`src/split_pkg.sv`:
```
`default_nettype none

package split_pkg;

    // one stream beat carries a single byte.
    localparam int DATA_W = 8;

    // split lengths and beat counters share this width.
    localparam int LEN_W = 16;

    typedef logic [DATA_W-1:0] data_t;  // payload of one beat.
    typedef logic [LEN_W-1:0]  len_t;   // split length or beat index.

    // phase of the packet that currently sits on the origin stream.
    // a packet always starts in SPLIT_HEAD, so the split length of the
    // new packet can be taken straight from the input on that beat.
    typedef enum logic [1:0] {
        SPLIT_HEAD  = 2'd0,  // waiting for the first beat.
        SPLIT_FIRST = 2'd1,  // routing to the first stream.
        SPLIT_END   = 2'd2   // routing to the end stream.
    } split_state_t;

endpackage

`default_nettype wire
```
`src/axis_beat_if.sv`:
```
`default_nettype none

// one byte stream with a valid/ready handshake.
// a beat moves on a rising edge where valid and ready are both high.
interface axis_beat_if
    import split_pkg::*;
();

    data_t data;   // beat payload.
    logic  last;   // closes a packet.
    logic  valid;  // source offers a beat.
    logic  ready;  // sink takes the beat.

    // the side that produces beats.
    modport source (
        output data,
        output last,
        output valid,
        input  ready
    );

    // the side that consumes beats.
    modport sink (
        input  data,
        input  last,
        input  valid,
        output ready
    );

endinterface

`default_nettype wire

```
`src/stream_split_top.sv`:
```
`default_nettype none

module stream_split_top
    import split_pkg::*;
(
    input  logic  clock,
    input  logic  rst_n,

    // incoming packets.
    input  data_t origin_data,
    input  logic  origin_last,
    input  logic  origin_valid,
    output logic  origin_ready,
    input  len_t  split_len,     // taken with the first beat of a packet.

    // head part of each packet.
    output data_t first_data,
    output logic  first_last,
    output logic  first_valid,
    input  logic  first_ready,

    // remaining part of each packet.
    output data_t end_data,
    output logic  end_last,
    output logic  end_valid,
    input  logic  end_ready
);

    // raw streams between the splitter and the skid buffers.
    axis_beat_if first_raw ();
    axis_beat_if end_raw ();

    stream_split_channel split_inst (
        .clock        (clock),
        .rst_n        (rst_n),
        .origin_data  (origin_data),
        .origin_last  (origin_last),
        .origin_valid (origin_valid),
        .origin_ready (origin_ready),
        .split_len    (split_len),
        .first_out    (first_raw.source),
        .end_out      (end_raw.source)
    );

    // each side stalls on its own.
    axis_skid_buffer first_skid (
        .clock     (clock),
        .rst_n     (rst_n),
        .in        (first_raw.sink),
        .out_data  (first_data),
        .out_last  (first_last),
        .out_valid (first_valid),
        .out_ready (first_ready)
    );

    axis_skid_buffer end_skid (
        .clock     (clock),
        .rst_n     (rst_n),
        .in        (end_raw.sink),
        .out_data  (end_data),
        .out_last  (end_last),
        .out_valid (end_valid),
        .out_ready (end_ready)
    );

endmodule

`default_nettype wire

```
`src/axis_skid_buffer.sv`:
```
`default_nettype none

module axis_skid_buffer
    import split_pkg::*;
(
    input  logic      clock,
    input  logic      rst_n,

    axis_beat_if.sink in,

    output data_t     out_data,
    output logic      out_last,
    output logic      out_valid,
    input  logic      out_ready
);

    data_t skid_data;   // beat caught while the output stalls.
    logic  skid_last;
    logic  skid_valid;

    logic  in_ready_q;  // registered ready toward the source.
    logic  accept;      // input beat moves this cycle.
    logic  main_load;   // main register empty or draining.
    logic  skid_next;   // skid holds a beat after this edge.

    assign in.ready  = in_ready_q;
    assign accept    = in.valid && in_ready_q;
    assign main_load = !out_valid || out_ready;

    // skid only fills behind a main beat that is not leaving.
    // ready is low while skid holds a beat, so accept and skid_valid
    // never meet.
    assign skid_next = (skid_valid || accept) && !main_load;

    always_ff @(posedge clock) begin
        if (!rst_n) begin
            out_valid  <= 1'b0;
            skid_valid <= 1'b0;
            in_ready_q <= 1'b1;  // empty after reset.
        end else begin
            skid_valid <= skid_next;
            in_ready_q <= !skid_next;  // low only with both entries full.
            if (main_load) begin
                out_valid <= skid_valid || accept;
            end
        end
    end

    // main register takes the skid beat first to keep the order.
    always_ff @(posedge clock) begin
        if (main_load) begin
            if (skid_valid) begin
                out_data <= skid_data;
                out_last <= skid_last;
            end else if (accept) begin
                out_data <= in.data;
                out_last <= in.last;
            end
        end
    end

    always_ff @(posedge clock) begin
        if (accept && !main_load) begin
            skid_data <= in.data;  // output stalled, park the beat.
            skid_last <= in.last;
        end
    end

endmodule

`default_nettype wire

```
`src/stream_split_channel.sv`:
```
`default_nettype none

module stream_split_channel
    import split_pkg::*;
(
    input  logic        clock,
    input  logic        rst_n,

    input  data_t       origin_data,
    input  logic        origin_last,
    input  logic        origin_valid,
    output logic        origin_ready,
    input  len_t        split_len,     // sampled with the head beat.

    axis_beat_if.source first_out,
    axis_beat_if.source end_out
);

    split_state_t state;      // phase of the current packet.
    len_t         split_q;    // split length held for the packet.
    len_t         first_cnt;  // beats already sent to the first stream.

    len_t cur_len;            // split length that applies to this beat.
    logic route_first;        // current beat goes to the first stream.
    logic first_last;         // current beat closes the first part.
    logic accept;             // origin beat moves this cycle.

    // on the head beat the latched length is not there yet,
    // so the input is used directly.
    always_comb begin
        if (state == SPLIT_HEAD) begin
            cur_len     = split_len;
            route_first = (split_len != '0);  // zero sends it all to the end side.
        end else begin
            cur_len     = split_q;
            route_first = (state == SPLIT_FIRST);
        end
    end

    // first part ends at the split point, or earlier with the packet.
    assign first_last = origin_last || (first_cnt == len_t'(cur_len - len_t'(1)));

    // data goes to both sides, valid only to the chosen one.
    assign first_out.data  = origin_data;
    assign first_out.last  = first_last;
    assign first_out.valid = origin_valid && route_first;

    assign end_out.data    = origin_data;
    assign end_out.last    = origin_last;  // the packet keeps its own last.
    assign end_out.valid   = origin_valid && !route_first;

    // the idle side never stalls the origin.
    assign origin_ready = route_first ? first_out.ready : end_out.ready;

    assign accept = origin_valid && origin_ready;

    // phase and beat count.
    always_ff @(posedge clock) begin
        if (!rst_n) begin
            state     <= SPLIT_HEAD;
            first_cnt <= '0;
        end else if (accept) begin
            if (origin_last) begin
                state     <= SPLIT_HEAD;  // next beat starts a new packet.
                first_cnt <= '0;
            end else if (route_first) begin
                if (first_last) begin
                    state     <= SPLIT_END;  // split point reached.
                    first_cnt <= '0;
                end else begin
                    state     <= SPLIT_FIRST;
                    first_cnt <= len_t'(first_cnt + len_t'(1));
                end
            end else begin
                state <= SPLIT_END;  // rest of the packet, till its last.
            end
        end
    end

    // split length is only read after the head beat has set it.
    always_ff @(posedge clock) begin
        if (accept && (state == SPLIT_HEAD)) begin
            split_q <= split_len;
        end
    end

endmodule

`default_nettype wire

```
`config.mk`:
```
export PLATFORM = sky130hd
export DESIGN_NAME = stream_split_top
export DESIGN_NICKNAME = d
export VERILOG_FILES = /design/src/split_pkg.sv /design/src/axis_beat_if.sv /design/src/stream_split_top.sv /design/src/axis_skid_buffer.sv /design/src/stream_split_channel.sv
export SDC_FILE = /design/constraint.sdc
export NUM_CORES = 1
export LEC_CHECK = 0
export ABC_AREA = 1
export BUFFER_PORTS_ARGS = -buffer_cell sky130_fd_sc_hd__buf_2
export CAP_MARGIN = 20
export CORE_MARGIN = 2
export CORE_UTILIZATION = 35
export CTS_BUF_LIST = sky130_fd_sc_hd__clkbuf_2
export DETAILED_ROUTE_END_ITERATION = 10
export HOLD_SLACK_MARGIN = 0.05
export MAX_ROUTING_LAYER = met4
export PLACE_DENSITY = 0.51
export SYNTH_ARGS = -nofsm -noshare
export SYNTH_HDL_FRONTEND = slang
export SYNTH_SLANG_ARGS = --single-unit
```
`constraint.sdc`:
```
create_clock -name clock -period 2.2 [get_ports clock]
set_clock_uncertainty 0.1 [all_clocks]
set_input_delay 0.44 -clock clock [delete_from_list [all_inputs] [get_ports clock]]
set_output_delay 0.44 -clock clock [all_outputs]
set_load 0.01 [all_outputs]
```
* Word level (Yosys, flattened, before mapping)
Index checks and enable logic that the tools add are counted.
** Storage, ports and cells
- Register bits :: 76
- Bits of input ports :: 30
- Output and inout port bits :: 21
- Word-level logic and storage cells :: 68
** Cells by class
- $add $sub $neg :: 2
- Equal/unequal tests :: 2
- Multiplexer cells :: 17
- Reduce and logical (&&, ||, !) cells :: 30
** Operator list (number)
- 16-bit 2-to-1 mux :: 4
- 8-bit 2-to-1 mux :: 4
- 16-bit by 1-bit adder with 16-bit output, second input constant :: 1
- 16-bit equality test :: 1
- 16-bit nonzero test :: 1
- 16-bit by 1-bit subtractor with 16-bit output, second input constant :: 1
- 1-bit logical AND :: 10
- 1-bit logical NOT :: 7
- 1-bit 2-to-1 mux :: 6
- 2-bit 2-to-1 mux :: 3
- 2-bit AND reduction :: 3
- 2-bit nonzero test :: 3
- 1-bit logical OR :: 5
- 2-bit by 1-bit equality test with 1-bit output, second input constant :: 1
- 2-bit logical NOT :: 1

* Depth between registers and ports, before layout
- Depth after elaboration :: 8
- Mapped depth :: 20

* Hierarchy
From an unflattened synthesis, not the netlist that was laid out.
** Second synthesis, totals
- Cells, all modules :: 550
- Area, all modules :: 4340.4 µm²
** By module, submodules not included
- stream_split_channel :: instances 1, cells each 422, area each 2768.9 µm², seq. area each 840.8 µm²
- axis_skid_buffer :: instances 2, cells each 64, area each 785.8 µm², seq. area each 600.6 µm²

* Least setup slack after synthesis
No wires, ideal clock.
- Path type :: reg-to-reg
- Start point :: reg split_inst.state[0]
- End point :: reg split_inst.split_q[0] (enable)
- Library setup time :: 0.388 ns
- Arrival time :: 1.948 ns
- Data required time :: 1.712 ns
- Setup slack :: -0.237 ns
- Cell stages (with the launch flop) :: 10
- Period minus slack after synthesis :: 2.437 ns
- Path through :: dfxtp_1 > nor2_4 > buf_6 > buf_6 > nand3_1 > nand2_1 > nand3_1 > nand2_2 > inv_1 > nor2_1
** Between the ends
- Word-level cells in the longest chain between the ends :: 5
- Elaborated cells on any way between the ends :: 6
- Classes of those cells :: eq/ne (1); mux (2); reduce/logical (3)
** RTL lines
- start, declared :: line stream_split_channel.sv:19 : split_state_t state;
- start signal, assigned :: line stream_split_channel.sv:60 : state <= SPLIT_HEAD;
- start signal, assigned :: line stream_split_channel.sv:64 : state <= SPLIT_HEAD;
- start signal, assigned :: line stream_split_channel.sv:68 : state <= SPLIT_END;
- 2-bit by 1-bit equality test with 1-bit output or 2-bit logical NOT (tied branches) :: line stream_split_channel.sv:36, stream_split_channel.sv:31, stream_split_channel.sv:82
- 1-bit 2-to-1 mux :: line stream_split_channel.sv:31 : if (state == SPLIT_HEAD) begin
- 1-bit 2-to-1 mux :: line stream_split_channel.sv:53 : assign origin_ready = route_first ? first_out.ready : end_out.ready;
- 1-bit logical AND :: line stream_split_channel.sv:55 : assign accept = origin_valid && origin_ready;
- 1-bit logical AND (*) :: line stream_split_channel.sv:82 : if (accept && (state == SPLIT_HEAD)) begin
- end signal, assigned :: line stream_split_channel.sv:83 : split_q <= split_len;
- end, declared :: line stream_split_channel.sv:20 : len_t split_q;
Mark *: on every way between the ends. The rest lies on a longest branch, timed or not.
A chain may end at the register's enable or synchronous reset.

* Worst setup path in the final report
- Start point :: reg split_inst.state[1]
- End point :: reg split_inst.state[1]
** Between the ends
- Word-level cells in the longest chain between the ends :: 8
- Elaborated cells on any way between the ends :: 12
- Classes of those cells :: add/sub (1); eq/ne (2); mux (6); reduce/logical (3)
** RTL lines
- 2-bit logical NOT :: line stream_split_channel.sv:31
- 16-bit 2-to-1 mux :: line stream_split_channel.sv:31
- 16-bit by 1-bit subtractor with 16-bit output :: line stream_split_channel.sv:41 : assign first_last = origin_last || (first_cnt == len_t'(cur_len - len_t'(1)));
- 16-bit equality test :: line stream_split_channel.sv:41
- 1-bit logical OR :: line stream_split_channel.sv:41
- 2-bit 2-to-1 mux :: line stream_split_channel.sv:67 : if (first_last) begin
- 2-bit 2-to-1 mux :: line stream_split_channel.sv:66 : end else if (route_first) begin
- 2-bit 2-to-1 mux :: line stream_split_channel.sv:63 : if (origin_last) begin
Several ways; a longest one is shown, not always the timed one.

==> metrics.md <==
| Metric | Value |
|---|---|
| Die height | `between 100 and 150 um` |
| Worst vdd ir | `about 0.00026 V` |
| DIE AREA | `around 0.013 mm^2` |
| Buffer depth of the longest clock path | `2` |
| Number of global-route vias before repair | `approximately 3800` |
| RSZ-0062 raised after global routing | `true` |
| Share of cells above drive strength 1 | `between 30% and 40%` |
| Critical path fanouts, max | `6` |
| Top post-synthesis cells by area | `edfxtp_1 (38%), nand2_1 (15%), dfxtp_1 (12%)` |
| CTS root buffer | `clkbuf_2` |
| First-pass GRT wire length | `about 17 mm` |
| Fill cells | `approximately 1100` |
| DR iter-0 viols | `174` |
| Dpl ws | `-0.393 ns` |
| Critical Path Most Common Cell | `nand2_1` |
| Critical path required time | `around 2.6 ns` |
| Crit path DAT | `2.97 ns` |
| Synth unique cells | `31` |
| CTS tree | `yes` |
| DRC viols | `0` |
| Final setup fails | `21` |
| Clk_lat worst skew | `0.55 ns` |
| Via count | `roughly 3800` |
| H-tree Lvls | `3` |
| Nets | `approximately 700` |
| IO Port Bufs | `50` |
| RD Place Congestion | `~0.86` |
| Detail Route Antenna Nets | `0` |
| Die W | `between 100 and 150 um` |
| Clock Sinks | `76` |
| Layout area overhead | `43.1%` |
| Setup crit end kind | `flop` |
| Avg Cell Area, Syn | `7.89 um^2` |
| Warnings from Yosys | `0` |
| Power per Cell Area | `569 mW/mm^2` |
| Critical path's top delay family | `simple AND/OR/NAND/NOR gates` |
| Asr flop ratio synth | `0%` |
| Synth Instances | `520` |
| Violated checks | `setup timing` |
| FF-to-FF End | `split_inst.state[1]` |
| Row Count | `39` |
| Critical Path Slowest Stage Cell | `dfxtp_4` |
| Hold EP | `first_skid.skid_valid` |
| Final Cycle Share | `117%` |
| Reg2Reg Depth | `18` |
| Hold Crit Class | `in -> reg` |
| Status | `finished with violations` |
| Post-synthesis sequential area ratio | `49.7%` |
| Hold Path Depth | `4` |
| Period minus WS final | `2.57 ns` |
| WL/cell | `about 13 um` |
| Design area | `0.00587 mm^2` |
| Count leader, synth | `nand2_1` |
| Remaining Overflow, GRT | `0` |
| HPWL after DPL | `7.55 mm` |
| Initial antenna violation count | `1` |
| Max Cap Viol | `0` |
| Most common library cells after synthesis | `nand2_1 (167), inv_1 (78), edfxtp_1 (52), nor2_1 (43), nand3_1 (37)` |
| WS Path Type | `reg -> reg` |
| EDFF count, synth | `between 50 and 60` |
| Worst relative slew slack | `between 60% and 70%` |
| Dpl cell area | `roughly 0.0050 mm^2` |
| Max Clock Freq | `between 300 and 400 MHz` |
| Syn nets | `552` |
| Largest net degree at the start of global routing | `20` |
| Cell area after synthesis | `roughly 0.004 mm^2` |
| Cell type with the highest aggregate area in the netlist | `edfxtp_1` |
| Core area | `0.0114 mm^2` |
| First-pass DRT Iterations | `4` |
| Initial Utilization | `a little over a third` |
| Routed wire length | `10.5 mm` |
| Slowest cell delay on critical path | `0.42 ns` |
| Seq cells post-synth | `between 70 and 80` |
| Vias/cell | `~4.6` |
| Critical path launch point type | `flop` |
| Share of the synthesized area in the top cell type | `38.0%` |
| R2r setup slk | `-0.37 ns` |
| CTS clk-pin slew, worst paths | `around 0.22 ns` |
| Buffer and inverter count on the worst path | `3` |
| Reg-to-reg startpoint | `split_inst.state[1]` |
| Dominant synthesized flop cell | `edfxtp_1` |
| Hold_sp | `first_ready` |
| Critical-path cell list | `nor2_4, buf_12, nand2_4, nand2_4, buf_4, nand3_2, nor2_4, nand2_1, nand2_1, nand2_1, nor2_1, nand2_1, nor2_1, nand2_1, buf_4, nand3_1, nand2_1, a21oi_1` |
| CTS Buf Count | `9` |
| I/O pin count | `between 50 and 60` |
| Leak pwr | `between 2 and 3 nW` |
| Slew Limit Fails | `0` |
| Fin worst setup slack | `-0.366 ns` |
| Fin. Hold Viols | `0` |
| Pin slew with the least headroom to its limit | `~0.56 ns` |
| GRT Resource Usage Total | `roughly 18%` |
worst reg2reg max path: stages (launching register included):
cell and delay, ns:
dfxtp_4 0.42, nor2_4 0.20, buf_12 0.16, nand2_4 0.05, nand2_4 0.07, buf_4 0.11
nand3_2 0.15, nor2_4 0.21, nand2_1 0.08, nand2_1 0.05, nand2_1 0.06, nor2_1 0.11
nand2_1 0.07, nor2_1 0.13, nand2_1 0.10, buf_4 0.14, nand3_1 0.14, nand2_1 0.07
a21oi_1 0.11
how the worst max path moves through the flow:
stage | startpoint | endpoint | cells past startpoint
final | split_inst.state[1] | split_inst.state[1] | 18
after global routing | split_inst.state[1] | split_inst.state[1] | 18
after CTS | split_inst.state[0] | split_inst.first_cnt[14] | 20
after detailed placement | split_inst.state[1] | split_inst.first_cnt[15] | 17
after global placement | split_inst.state[1] | split_inst.first_cnt[15] | 17
after floorplan | split_inst.state[1] | split_inst.first_cnt[4] | 19
per-stage QoR:
step           util [%]  cells  hold WS, ns  power [mW]  TNS, ns
2_1_floorplan         -    520        0.381        2.05    -1.08
5_1_grt            51.4    828        0.129        3.55   -10.76
3_3_place_gp       43.7    766        0.394        2.34   -10.78
4_1_cts            48.9    816       0.0593        3.28    -4.86
3_5_place_dp       43.7    766        0.413        2.35   -13.57
6_report           51.4    828        0.145        3.34    -6.73
power by group:
group          internal, mW  leakage (nW)  switching (mW)  total (mW)
clock                 0.277        0.0727           0.536       0.813
combinational         0.430          1.78           0.486       0.916
sequential             1.59         0.679          0.0225        1.61
total                  2.30          2.53            1.04        3.34
cell usage in the layout (no fill, tap or decap), types with 2 or more instances in the layout:
cell type / instances
a21oi_1: 5
a21oi_2: 2
buf_12: 3
buf_16: 2
buf_2: 50
buf_4: 68
buf_6: 5
clkbuf_2: 10
clkinv_4: 3
dfxtp_1: 22
dfxtp_4: 2
dlygate4sd3_1: 27
edfxtp_1: 52
inv_1: 76
inv_2: 4
inv_4: 2
nand2_1: 149
nand2_2: 20
nand2_4: 8
nand3_1: 30
nand3_2: 6
nand3_4: 3
nand4_1: 10
nor2_1: 25
nor2_2: 20
nor2_4: 15
nor3_1: 5
nor3_2: 2
o21ai_0: 26
o21ai_1: 6
o21ai_2: 2
xnor2_1: 3
xor2_1: 9
per-layer routing:
metal | vias to the layer above | GRT usage, % | part of all wire [%]
met4 | 0 | 6.83 | 2.4
met3 | 20 | 4.05 | 4.1
li1 | 1973 | - | -
met1 | 1725 | 20.2 | 44
met2 | 69 | 30.9 | 49
met5 | - | - | 0
timing repair:
action / 4_1_cts / 5_1_grt
buffers inserted: 6 / 9
hold buffers: 27 / 0
endpoints found under the hold margin: 38 / 0
cloned: 2 / 2
resized for setup: 31 / 53
pin swaps: 8 / 22
endpoints found under the setup margin: 39 / 21
layout make-up:
cell class | instances | area, um^2 | share of cell area, %
sequential | 76 | 2050 | 34.9
multi-input combinational | 354 | 1980 | 33.7
timing repair buffer | 156 | 1230 | 20.9
inverter | 82 | 313 | 5.33
tap | 143 | 179 | 3.05
clock inverter | 6 | 72.6 | 1.24
clock buffer | 10 | 50.0 | 0.852
antenna | 1 | 2.50 | 0.0426
registers in the layout (all words and copies together) (netlist names), 2 cells and up:
name                  count
split_inst.split_q       16
end_skid.out_data         8
end_skid.skid_data        8
split_inst.first_cnt     16
first_skid.out_data       8
first_skid.skid_data      8
split_inst.state          2
cells by family after synthesis:
logic type	Yosys count	share of synthesized area (%)
DFF	76	49.7
AOI/OAI and AO/OA	43	5.39
buffers and inverters	91	9.30
adders and majority gates	2	0.609
xor gates and xnor gates	13	3.11
muxes	1	0.244
and+or+nand+nor	294	31.6
(Power assumes the default switching activity.)
